==> config.mk <==
export PLATFORM = sky130hd
export DESIGN_NAME = raster_bars_top
export DESIGN_NICKNAME = d
export VERILOG_FILES = /design/src/logic/raster_pkg.sv /design/src/logic/display_timing.sv /design/src/logic/bar_regs.sv /design/src/logic/bar_colour.sv /design/src/logic/pixel_out.sv /design/src/logic/raster_bars_top.sv
export SDC_FILE = /design/constraint.sdc
export NUM_CORES = 1
export LEC_CHECK = 0
export BUFFER_PORTS_ARGS = -buffer_cell sky130_fd_sc_hd__clkbuf_2
export CAP_MARGIN = 20
export CORE_MARGIN = 1.5
export CORE_UTILIZATION = 58
export CTS_BUF_LIST = sky130_fd_sc_hd__clkbuf_4 sky130_fd_sc_hd__clkbuf_8
export DETAILED_ROUTE_END_ITERATION = 8
export PLACE_DENSITY = 0.87
export SLEW_MARGIN = 20
export SYNTH_ARGS = -nofsm -noshare
export SYNTH_HDL_FRONTEND = slang
export SYNTH_SLANG_ARGS = --single-unit
==> constraint.sdc <==
create_clock -name clk_pix -period 3.6 [get_ports clk_pix]
set_clock_uncertainty 0.15 [all_clocks]
set_input_delay 0.36 -clock clk_pix [delete_from_list [all_inputs] [get_ports clk_pix]]
set_output_delay 0.36 -clock clk_pix [all_outputs]
set_load 0.05 [all_outputs]
==> src/logic/raster_pkg.sv <==
// shared widths, APB register map and reset defaults
// for the raster bar generator

`default_nettype none

package raster_pkg;

    // colour and coordinate widths
    localparam int colr_w = 12;  // 4 bits per channel
    localparam int chan_w = 4;   // one channel of r, g, b
    localparam int cord_w = 10;  // screen coordinate
    localparam int cfg_w  = 4;   // steps and lines fields

    // brightness step, one count per channel
    localparam logic [colr_w-1:0] colr_step = 12'h111;

    // APB word offsets
    localparam int addr_w = 4;
    localparam logic [addr_w-1:0] reg_ctrl  = 4'h0;  // bit 0 enable
    localparam logic [addr_w-1:0] reg_start = 4'h4;  // start colour
    localparam logic [addr_w-1:0] reg_steps = 4'h8;  // colours per bar
    localparam logic [addr_w-1:0] reg_lines = 4'hC;  // lines per colour

    // register reset values
    localparam logic              def_en    = 1'b1;
    localparam logic [colr_w-1:0] def_start = 12'h126;  // dark blue
    localparam logic [cfg_w-1:0]  def_steps = 4'd10;
    localparam logic [cfg_w-1:0]  def_lines = 4'd2;

endpackage

`default_nettype wire

==> src/logic/display_timing.sv <==
// display timing: horizontal and vertical counters with
// active-low sync and data-enable decode

`default_nettype none
`timescale 1ns/10ps

module display_timing
    import raster_pkg::*;
#(
    parameter int h_res  = 640,  // active pixels
    parameter int h_fp   = 16,
    parameter int h_sync = 96,
    parameter int h_bp   = 48,
    parameter int v_res  = 480,  // active lines
    parameter int v_fp   = 10,
    parameter int v_sync = 2,
    parameter int v_bp   = 33
) (
    input  wire logic              clk_pix,
    input  wire logic              rst_n,
    output      logic [cord_w-1:0] sx,     // horizontal position
    output      logic [cord_w-1:0] sy,     // vertical position
    output      logic              hsync,  // active low
    output      logic              vsync,  // active low
    output      logic              de      // active area
);

    localparam int h_full = h_res + h_fp + h_sync + h_bp;
    localparam int v_full = v_res + v_fp + v_sync + v_bp;

    // decode points in coordinate width
    localparam logic [cord_w-1:0] h_act  = cord_w'(h_res);
    localparam logic [cord_w-1:0] v_act  = cord_w'(v_res);
    localparam logic [cord_w-1:0] hs_sta = cord_w'(h_res + h_fp);
    localparam logic [cord_w-1:0] hs_end = cord_w'(h_res + h_fp + h_sync);
    localparam logic [cord_w-1:0] vs_sta = cord_w'(v_res + v_fp);
    localparam logic [cord_w-1:0] vs_end = cord_w'(v_res + v_fp + v_sync);
    localparam logic [cord_w-1:0] h_last = cord_w'(h_full - 1);
    localparam logic [cord_w-1:0] v_last = cord_w'(v_full - 1);

    // sync and enable straight from the counters
    always_comb begin
        hsync = ~((sx >= hs_sta) && (sx < hs_end));  // low in sync window
        vsync = ~((sy >= vs_sta) && (sy < vs_end));
        de    = (sx < h_act) && (sy < v_act);
    end

    // full line and full frame, blanking included
    always_ff @(posedge clk_pix or negedge rst_n) begin
        if (!rst_n) begin
            sx <= '0;
            sy <= '0;
        end else if (sx == h_last) begin  // end of line
            sx <= '0;
            if (sy == v_last) begin       // end of frame
                sy <= '0;
            end else begin
                sy <= sy + 1'b1;
            end
        end else begin
            sx <= sx + 1'b1;
        end
    end

    // line counter wraps before the full width
    sx_in_range: assert property (@(posedge clk_pix) disable iff (!rst_n)
        sx <= h_last)
        else $error("sx beyond line width: %0d", sx);

endmodule

`default_nettype wire

==> src/logic/bar_regs.sv <==
// APB slave with the raster bar configuration registers
// enable, start colour, colours per bar, lines per colour

`default_nettype none
`timescale 1ns/10ps

module bar_regs
    import raster_pkg::*;
(
    input  wire logic              clk_pix,
    input  wire logic              rst_n,
    input  wire logic              psel,
    input  wire logic              penable,
    input  wire logic              pwrite,
    input  wire logic [addr_w-1:0] paddr,
    input  wire logic [31:0]       pwdata,
    output      logic [31:0]       prdata,
    output      logic              pready,
    output      logic              pslverr,
    output      logic              cfg_en,     // bars on
    output      logic [colr_w-1:0] cfg_start,  // first colour of frame
    output      logic [cfg_w-1:0]  cfg_steps,  // colours per bar
    output      logic [cfg_w-1:0]  cfg_lines   // lines per colour
);

    logic acc;     // access phase of a transfer
    logic hit;     // offset is mapped
    logic wr_en;

    assign acc    = psel && penable;
    assign wr_en  = acc && pwrite && hit;  // unmapped writes dropped
    assign pready = 1'b1;                  // no wait states
    assign pslverr = acc && !hit;

    // address decode and read mux
    always_comb begin
        hit    = 1'b1;
        prdata = '0;
        case (paddr)
            reg_ctrl:  prdata = 32'(cfg_en);
            reg_start: prdata = 32'(cfg_start);
            reg_steps: prdata = 32'(cfg_steps);
            reg_lines: prdata = 32'(cfg_lines);
            default:   hit = 1'b0;  // hole in the map
        endcase
    end

    // write at the access edge
    always_ff @(posedge clk_pix or negedge rst_n) begin
        if (!rst_n) begin
            cfg_en    <= def_en;
            cfg_start <= def_start;
            cfg_steps <= def_steps;
            cfg_lines <= def_lines;
        end else if (wr_en) begin
            case (paddr)
                reg_ctrl:  cfg_en    <= pwdata[0];
                reg_start: cfg_start <= pwdata[colr_w-1:0];
                reg_steps: cfg_steps <= pwdata[cfg_w-1:0];
                reg_lines: cfg_lines <= pwdata[cfg_w-1:0];
                default:   ;  // not reached, hit is low
            endcase
        end
    end

    // access phase always follows a select
    apb_enable_sel: assert property (@(posedge clk_pix) disable iff (!rst_n)
        penable |-> psel)
        else $error("penable high without psel");

endmodule

`default_nettype wire

==> src/logic/bar_colour.sv <==
// raster bar colour, updated once per line in horizontal blanking
// configuration is shadowed at the last line of each frame

`default_nettype none
`timescale 1ns/10ps

module bar_colour
    import raster_pkg::*;
#(
    parameter int h_res  = 640,
    parameter int v_res  = 480,
    parameter int v_fp   = 10,
    parameter int v_sync = 2,
    parameter int v_bp   = 33
) (
    input  wire logic              clk_pix,
    input  wire logic              rst_n,
    input  wire logic [cord_w-1:0] sx,
    input  wire logic [cord_w-1:0] sy,
    input  wire logic              cfg_en,
    input  wire logic [colr_w-1:0] cfg_start,
    input  wire logic [cfg_w-1:0]  cfg_steps,
    input  wire logic [cfg_w-1:0]  cfg_lines,
    output      logic [colr_w-1:0] bar_colr
);

    localparam int v_full = v_res + v_fp + v_sync + v_bp;

    localparam logic [cord_w-1:0] line_end  = cord_w'(h_res);       // start of blanking
    localparam logic [cord_w-1:0] last_line = cord_w'(v_full - 1);

    logic              shd_en;     // frame copies of the registers
    logic [cfg_w-1:0]  shd_steps;
    logic [cfg_w-1:0]  shd_lines;
    logic [cfg_w-1:0]  eff_steps;  // zero read as one
    logic [cfg_w-1:0]  eff_lines;
    logic [colr_w-1:0] cur_colr;
    logic              bar_inc;    // brightening
    logic [cfg_w-1:0]  cnt_colr;   // colours used in this bar
    logic [cfg_w-1:0]  cnt_line;   // lines of this colour

    assign eff_steps = (cfg_steps == '0) ? cfg_w'(1) : cfg_steps;
    assign eff_lines = (cfg_lines == '0) ? cfg_w'(1) : cfg_lines;

    // black when disabled for this frame
    assign bar_colr = shd_en ? cur_colr : '0;

    always_ff @(posedge clk_pix or negedge rst_n) begin
        if (!rst_n) begin
            shd_en    <= def_en;
            shd_steps <= def_steps;
            shd_lines <= def_lines;
            cur_colr  <= def_start;
            bar_inc   <= 1'b1;
            cnt_colr  <= '0;
            cnt_line  <= '0;
        end else if (sx == line_end) begin
            if (sy == last_line) begin  // reload for next frame
                shd_en    <= cfg_en;
                shd_steps <= eff_steps;
                shd_lines <= eff_lines;
                cur_colr  <= cfg_start;
                bar_inc   <= 1'b1;
                cnt_colr  <= '0;
                cnt_line  <= '0;
            end else if (cnt_line == shd_lines - 1'b1) begin  // colour done
                cnt_line <= '0;
                if (cnt_colr == shd_steps - 1'b1) begin  // turn around
                    bar_inc  <= ~bar_inc;
                    cnt_colr <= '0;
                end else begin
                    cur_colr <= bar_inc ? cur_colr + colr_step : cur_colr - colr_step;
                    cnt_colr <= cnt_colr + 1'b1;
                end
            end else begin
                cnt_line <= cnt_line + 1'b1;
            end
        end
    end

    // colour moves only right after the line's active area ends
    colr_in_blank: assert property (@(posedge clk_pix) disable iff (!rst_n)
        $changed(bar_colr) |-> ($past(sx) == line_end))
        else $error("bar colour changed outside blanking");

endmodule

`default_nettype wire

==> src/logic/pixel_out.sv <==
// output stage: blanks colour outside the active area
// and registers sync, enable and colour together

`default_nettype none
`timescale 1ns/10ps

module pixel_out
    import raster_pkg::*;
(
    input  wire logic              clk_pix,
    input  wire logic              rst_n,
    input  wire logic              hsync,
    input  wire logic              vsync,
    input  wire logic              de,
    input  wire logic [colr_w-1:0] bar_colr,
    output      logic              vid_hsync,
    output      logic              vid_vsync,
    output      logic              vid_de,
    output      logic [chan_w-1:0] vid_r,
    output      logic [chan_w-1:0] vid_g,
    output      logic [chan_w-1:0] vid_b
);

    logic [colr_w-1:0] show_colr;  // black in blanking

    assign show_colr = de ? bar_colr : '0;

    // all pins change on the same edge
    always_ff @(posedge clk_pix or negedge rst_n) begin
        if (!rst_n) begin
            vid_hsync <= 1'b1;  // syncs idle high
            vid_vsync <= 1'b1;
            vid_de    <= 1'b0;
            {vid_r, vid_g, vid_b} <= '0;
        end else begin
            vid_hsync <= hsync;
            vid_vsync <= vsync;
            vid_de    <= de;
            {vid_r, vid_g, vid_b} <= show_colr;  // r in the top nibble
        end
    end

endmodule

`default_nettype wire

==> src/logic/raster_bars_top.sv <==
// raster bar generator top: timing, APB registers,
// bar colour and registered video output

`default_nettype none
`timescale 1ns/10ps

module raster_bars_top
    import raster_pkg::*;
#(
    parameter int h_res  = 640,
    parameter int h_fp   = 16,
    parameter int h_sync = 96,
    parameter int h_bp   = 48,
    parameter int v_res  = 480,
    parameter int v_fp   = 10,
    parameter int v_sync = 2,
    parameter int v_bp   = 33
) (
    input  wire logic              clk_pix,
    input  wire logic              rst_n,
    input  wire logic              psel,
    input  wire logic              penable,
    input  wire logic              pwrite,
    input  wire logic [addr_w-1:0] paddr,
    input  wire logic [31:0]       pwdata,
    output      logic [31:0]       prdata,
    output      logic              pready,
    output      logic              pslverr,
    output      logic              vid_hsync,
    output      logic              vid_vsync,
    output      logic              vid_de,
    output      logic [chan_w-1:0] vid_r,
    output      logic [chan_w-1:0] vid_g,
    output      logic [chan_w-1:0] vid_b
);

    logic [cord_w-1:0] sx;         // beam position
    logic [cord_w-1:0] sy;
    logic              hsync;
    logic              vsync;
    logic              de;
    logic              cfg_en;
    logic [colr_w-1:0] cfg_start;
    logic [cfg_w-1:0]  cfg_steps;
    logic [cfg_w-1:0]  cfg_lines;
    logic [colr_w-1:0] bar_colr;   // one colour per line

    display_timing #(
        .h_res (h_res),  .h_fp (h_fp),  .h_sync (h_sync),  .h_bp (h_bp),
        .v_res (v_res),  .v_fp (v_fp),  .v_sync (v_sync),  .v_bp (v_bp)
    ) display_timing_i (
        .clk_pix, .rst_n, .sx, .sy, .hsync, .vsync, .de
    );

    bar_regs bar_regs_i (
        .clk_pix, .rst_n,
        .psel, .penable, .pwrite, .paddr, .pwdata, .prdata, .pready, .pslverr,
        .cfg_en, .cfg_start, .cfg_steps, .cfg_lines
    );

    bar_colour #(
        .h_res (h_res),  .v_res (v_res),  .v_fp (v_fp),  .v_sync (v_sync),
        .v_bp  (v_bp)
    ) bar_colour_i (
        .clk_pix, .rst_n, .sx, .sy,
        .cfg_en, .cfg_start, .cfg_steps, .cfg_lines, .bar_colr
    );

    pixel_out pixel_out_i (
        .clk_pix, .rst_n, .hsync, .vsync, .de, .bar_colr,
        .vid_hsync, .vid_vsync, .vid_de, .vid_r, .vid_g, .vid_b
    );

endmodule

`default_nettype wire

---- Word-level counts from Yosys, hierarchy flattened ----
Cells that the tools add are included.
word-level totals
  flip-flop bits (word level) ............. 86
  input port bits ......................... 41
  output and inout bits ................... 49
  logic and storage cells ................. 87
cells by class
  add/sub/neg operators ................... 8
  magnitude comparators ................... 6
  equal/unequal tests ..................... 9
  mux-type cells .......................... 20
  bitwise operators ....................... 3
  reduce and logical (&&, ||, !) cells .... 22
operators by type and width
  operator                                                                              count
  12-bit 2-to-1 mux                                                                     6
  12-bit case mux with 4 select lines                                                   1
  10-bit equality test, second input constant                                           3
  4-bit 2-to-1 mux                                                                      7
  10-bit by 1-bit adder with 10-bit output, second input constant                       2
  10-bit < comparator, second input constant                                            2
  10-bit by 9-bit < comparator with 1-bit output, second input constant                 2
  10-bit 2-to-1 mux                                                                     2
  12-bit by 9-bit adder with 12-bit output, second input constant                       1
  4-bit logical NOT                                                                     3
  2-bit AND reduction                                                                   6
  12-bit by 9-bit subtractor with 12-bit output, second input constant                  1
  10-bit greater-or-equal comparator, second input constant                             1
  10-bit by 9-bit greater-or-equal comparator with 1-bit output, second input constant  1
  4-bit by 1-bit adder with 4-bit output, second input constant                         2
  4-bit equality test                                                                   2
  4-bit equality test, second input constant                                            2
  4-bit by 1-bit subtractor with 4-bit output, second input constant                    2
  1-bit logical AND                                                                     7
  3-bit AND reduction                                                                   2
  4-bit by 3-bit equality test with 1-bit output, second input constant                 1
  1-bit 2-to-1 mux                                                                      4
  2-bit nonzero test                                                                    2
  4-bit OR reduction                                                                    1
  3 further kinds                                                                       5

---- Longest topological paths before layout ----
  depth after elaboration ................. 5
  depth in mapped cells ................... 9
  depth with buffers taken out ............ 8

---- Cells and area by module ----
A second synthesis with hierarchy kept.
unflattened totals
  cell total of the unflattened synthesis .. 478
  area total of the unflattened synthesis .. 5017.3 µm²
modules (own cells, without submodules)
  module          times used  cells each  area an instance (µm²)  sequential area each (µm²)
  bar_colour      1           236         2174.6                  762.0
  bar_regs        1           98          1255.0                  535.5
  display_timing  1           116         1113.6                  500.5
  pixel_out       1           28          474.2                   377.9

---- Worst setup path after synthesis ----
No wires, ideal clock.
  kind .................................... flip-flop to flip-flop
  start ................................... reg bar_colour_i.bar_inc
  end ..................................... reg bar_colour_i.cur_colr[11]
  setup time .............................. 128 ps
  data arrival time ....................... 2254 ps
  required time ........................... 3322 ps
  slack ................................... 1068 ps
  cell stages (with the launch flop) ...... 9
  buffers on the path ..................... 0
  period minus slack after synthesis ...... 2532 ps
  cell sequence ........................... dfstp_2 -> inv_1 -> ha_1 -> a211oi_1 -> o211ai_1 -> a31o_2 -> a211oi_1 -> o311a_1 -> nor3_1
on the way
  word-level cells in the longest chain between the ends .. 4
ends and longest elaborated chain
  item                    line              RTL
  start, declared         bar_colour.sv:38  logic bar_inc;
  start signal, assigned  bar_colour.sv:69  bar_inc <= ~bar_inc;
  12-bit 2-to-1 mux       bar_colour.sv:72  cur_colr <= bar_inc ? cur_colr + colr_step : cur_colr - colr_step;
  12-bit 2-to-1 mux       bar_colour.sv:68  if (cnt_colr == shd_steps - 1'b1) begin
  12-bit 2-to-1 mux       bar_colour.sv:66  end else if (cnt_line == shd_lines - 1'b1) begin
  12-bit 2-to-1 mux       bar_colour.sv:58  if (sy == last_line) begin
  end signal, assigned    bar_colour.sv:53  cur_colr <= def_start;
  end signal, assigned    bar_colour.sv:62  cur_colr <= cfg_start;
  end signal, assigned    bar_colour.sv:72
  end, declared           bar_colour.sv:37  logic [colr_w-1:0] cur_colr;
No other way between the ends. The select of a mux whose other input is x is not followed.
A chain may end at the register's enable or synchronous reset.

---- Final worst setup path ----
Ends and elaborated chain as after synthesis.

==> impl_metrics.json <==
{
  "avgRoutedWirePerCell_microns": 15.35,
  "fp.dieH_microns": 93.34,
  "crit_slowest_cell": "dfstp_2",
  "global_route.usage.met3_pct": 4.715,
  "synth_seq_cells": 86,
  "setup_viol": 0,
  "timing.setup.tns_ns": 0,
  "pin_count_of_the_biggest_net_entering_global_routing": 87,
  "drt_pre_antenna_iters": 5,
  "timing.critical_path.max_delay_family": "compound AO/OA/AOI/OAI gates",
  "groute.layer.met1.usage_pct": 29.81,
  "finalWirelength_mm": 9.517,
  "fp-row-count": 32,
  "critical_path_required_ns": 3.70,
  "reg_to_reg_start": "bar_colour_i.bar_inc$_DFFE_PN1P_",
  "grt_pass1_wl_mm": 15.97,
  "start_util_pct": 60.63,
  "dr_total_vias": 3558,
  "post_cts.repair.setup_buffers": 0,
  "detail_route.drc_violations": 0,
  "gr-usage-met2_pct": 39.13,
  "synthDistinctLibCells": 54,
  "critical_path.endpoint": "bar_colour_i.cur_colr[11]$_DFFE_PN0P_",
  "clk-insertion-delay-late_ns": 0.36,
  "final-max-slew-violation-count": 0,
  "cts_inserted_buffers": 9,
  "area_after_dpl_sq_um": 4974,
  "netlist.area_leader.share_pct": 35.42,
  "grt_remaining_overflow": 0,
  "critical_path.startpoint_type": "flop",
  "synthesis.yosys.warnings": 0,
  "global_route.peak_usage_layer": "met2",
  "worst_pin_slew_ns": 0.9804,
  "worst_r2r_path_depth": 8,
  "grt_setup_unrepaired": "no",
  "power.ir.vdd_worst_uv": 222.7,
  "fin_crit_ns": 2.912,
  "top_level_ports": 90,
  "finish.instance_area_sq_um": 5170,
  "post_syn_area_per_cell_sq_um": 10.18,
  "count_of_antenna_violating_nets_left_after_detailed_routing": 0,
  "synth_largest_area_cell": "dfrtp_1",
  "crit_fanout": 10,
  "sequential_area_share_after_synthesis_pct": 45.97,
  "gp_congestion": 0.9211,
  "cap_violations": 0,
  "tritoncts": "done",
  "nets": 573,
  "clock_sinks": 86,
  "synth_area_leaders": "dfrtp_1, dfstp_2, mux2_2",
  "cts_hold_repair.buffers": 0,
  "first_iter_violations": 229,
  "cts_root_buf": "clkbuf_8",
  "core_area_sq_um": 7807,
  "floorplan.die.width_microns": 93.34,
  "crit_arrival_ns": 3.02,
  "dp_hpwl_mm": 6.814,
  "static-leakage-power_nw": 2.525,
  "synth_enable_flop_cells": 0,
  "fin_crit_sh_pct": 80.90,
  "routed_via_count_divided_by_cell_count": 5.739,
  "cp.buffers_inverters": 1,
  "layout_common_cells": "dfrtp_1, clkbuf_2, nand2_1",
  "ctsHtreeMaxLevel": 3,
  "antenna_found_initial": 0,
  "timing.rr.end": "bar_colour_i.cur_colr[11]$_DFFE_PN0P_",
  "setup.worst_path.end_class": "flop",
  "status": "completed",
  "die_area_sq_um": 8711,
  "max_slew_margin_pct": 34.14,
  "final_layout_size_suffix_gt1_share_pct": 24.71,
  "cpMostUsedCell": "a211oi_1",
  "p_per_area_nw_per_um2": 352.8,
  "number_of_global_route_vias_before_repair": 3558,
  "antenna-diode-count": 0,
  "async_reset_ff_share_pct": 100.0,
  "synth_cells": 465,
  "r2r_slack_ns": 0.69,
  "hold_viol": 0,
  "final_common_cell": "dfrtp_1",
  "p_total_mw": 1.824,
  "post_synth_instance_area_sq_um": 4733,
  "track_usage_pct": 23.23,
  "fmax_ghz": 0.3434,
  "max_stage_delay_ns": 0.62,
  "area_growth_syn_to_layout_pct": 9.226,
  "timing.hold.worst.class": "in2reg",
  "postCtsResizedCells": 0,
  "buffer_ports.inserted": 48,
  "max-clock-path-buffers": 2,
  "clk_pin_slew_worst_paths_ns": 0.09,
  "ys.flop_type": "dfrtp_1",
  "crit_chain": "inv_1 > ha_1 > a211oi_1 > o211ai_1 > a31o_2 > a211oi_1 > o311a_1 > nor3_1",
  "path_class": "reg2reg",
  "cp_num_cells": 8,
  "holdPathStages": 2,
  "startpoint": "bar_colour_i.bar_inc$_DFFE_PN1P_"
}
-- worst min-delay path by stage --
| stage | end | slack, ns | start |
|---|---|---|---|
| floorplan | bar_colour_i.cnt_colr[0]$_DFFE_PN0P_ | -0.09 | rst_n |
| global placement | display_timing_i.sy[7]$_DFFE_PN0N_ | 0.33 | display_timing_i.sy[7]$_DFFE_PN0N_ |
| detailed placement | display_timing_i.sy[7]$_DFFE_PN0N_ | 0.33 | display_timing_i.sy[7]$_DFFE_PN0N_ |
| CTS | display_timing_i.sy[8]$_DFFE_PN0N_ | 0.07 | rst_n |
| global route | bar_regs_i.cfg_start[8]$_DFFE_PN1P_ | 0.07 | pwdata[8] |
| finish | bar_regs_i.cfg_start[7]$_DFFE_PN0P_ | 0.07 | pwdata[7] |
-- where the power goes --
part | internal [mW] | switching, mW
Clock | 0.272 | 0.361
Sequential | 1.01 | 0.0300
Combinational | 0.0496 | 0.105
Total | 1.33 | 0.496
-- state kept, by name (all words and copies together), names as in the netlist, 4 cells and up --
register and flops:
pixel_out_i.vid_g 4, bar_regs_i.cfg_lines 4, bar_colour_i.cnt_line 4, bar_regs_i.cfg_start 12, bar_colour_i.shd_lines 4, bar_colour_i.cur_colr 12
pixel_out_i.vid_r 4, bar_colour_i.shd_steps 4, pixel_out_i.vid_b 4, bar_regs_i.cfg_steps 4, display_timing_i.sy 10, bar_colour_i.cnt_colr 4
display_timing_i.sx 10
-- layout make-up --
| cell class | count | area (sq um) |
|---|---|---|
| multi-input cells | 352 | 2356 |
| clock inverters | 6 | 45.04 |
| inverters | 11 | 41.29 |
| fillers | 604 | 2638 |
| flip-flops and latches | 86 | 2176 |
| clock buffers | 10 | 137.6 |
| well taps | 102 | 127.6 |
| repair buffers | 53 | 286.5 |
-- cells by family (layout without fill, tap and decap cells) --
family          count (synthesis)  in the layout  synth area share [%]
compound gates                 82             82                 10.68
xor+xnor                       27             27                 5.287
fa+ha+maj                      19             19                 5.181
buf+inv                        46             80                 5.763
flops                          86             86                 45.97
mux                            38             38                 9.146
other cells                     2             21                0.1587
simple gates                  165            165                 17.82
-- worst register-to-register path, stage by stage, from the launching register on --
cell	delay (ns)
dfstp_2	0.62
inv_1	0.23
ha_1	0.39
a211oi_1	0.31
o211ai_1	0.23
a31o_2	0.28
a211oi_1	0.31
o311a_1	0.22
nor3_1	0.06
-- per-stage QoR --
stage               std cells  util [%]  worst slack (ns)  hold slack, ns
detailed placement        603     63.70            0.7521          0.3279
global route              620     66.22            0.5458         0.06868
finish                    620     66.22            0.6877         0.07436
global placement          603     63.70            0.8188          0.3253
floorplan                 484         -             1.068        -0.08559
CTS                       619     66.04            0.7441         0.06876
-- routing by layer --
layer	wire length [microns]	vias up
li1	-	1692
met3	465	13
met5	0	-
met4	119	0
met2	4843	122
met1	4089	1731
-- synthesized netlist by cell type, types with 11 or more instances --
library cell	count
dfrtp_1	67
nand2_1	39
nor2_1	36
mux2_2	32
o21ai_0	31
buf_4	23
a21oi_1	19
and3_1	19
dfstp_2	19
nand3_1	19
ha_1	18
xnor2_1	16
and2_1	14
inv_1	11
nor3_1	11
Power figures use the tool's default switching activity.
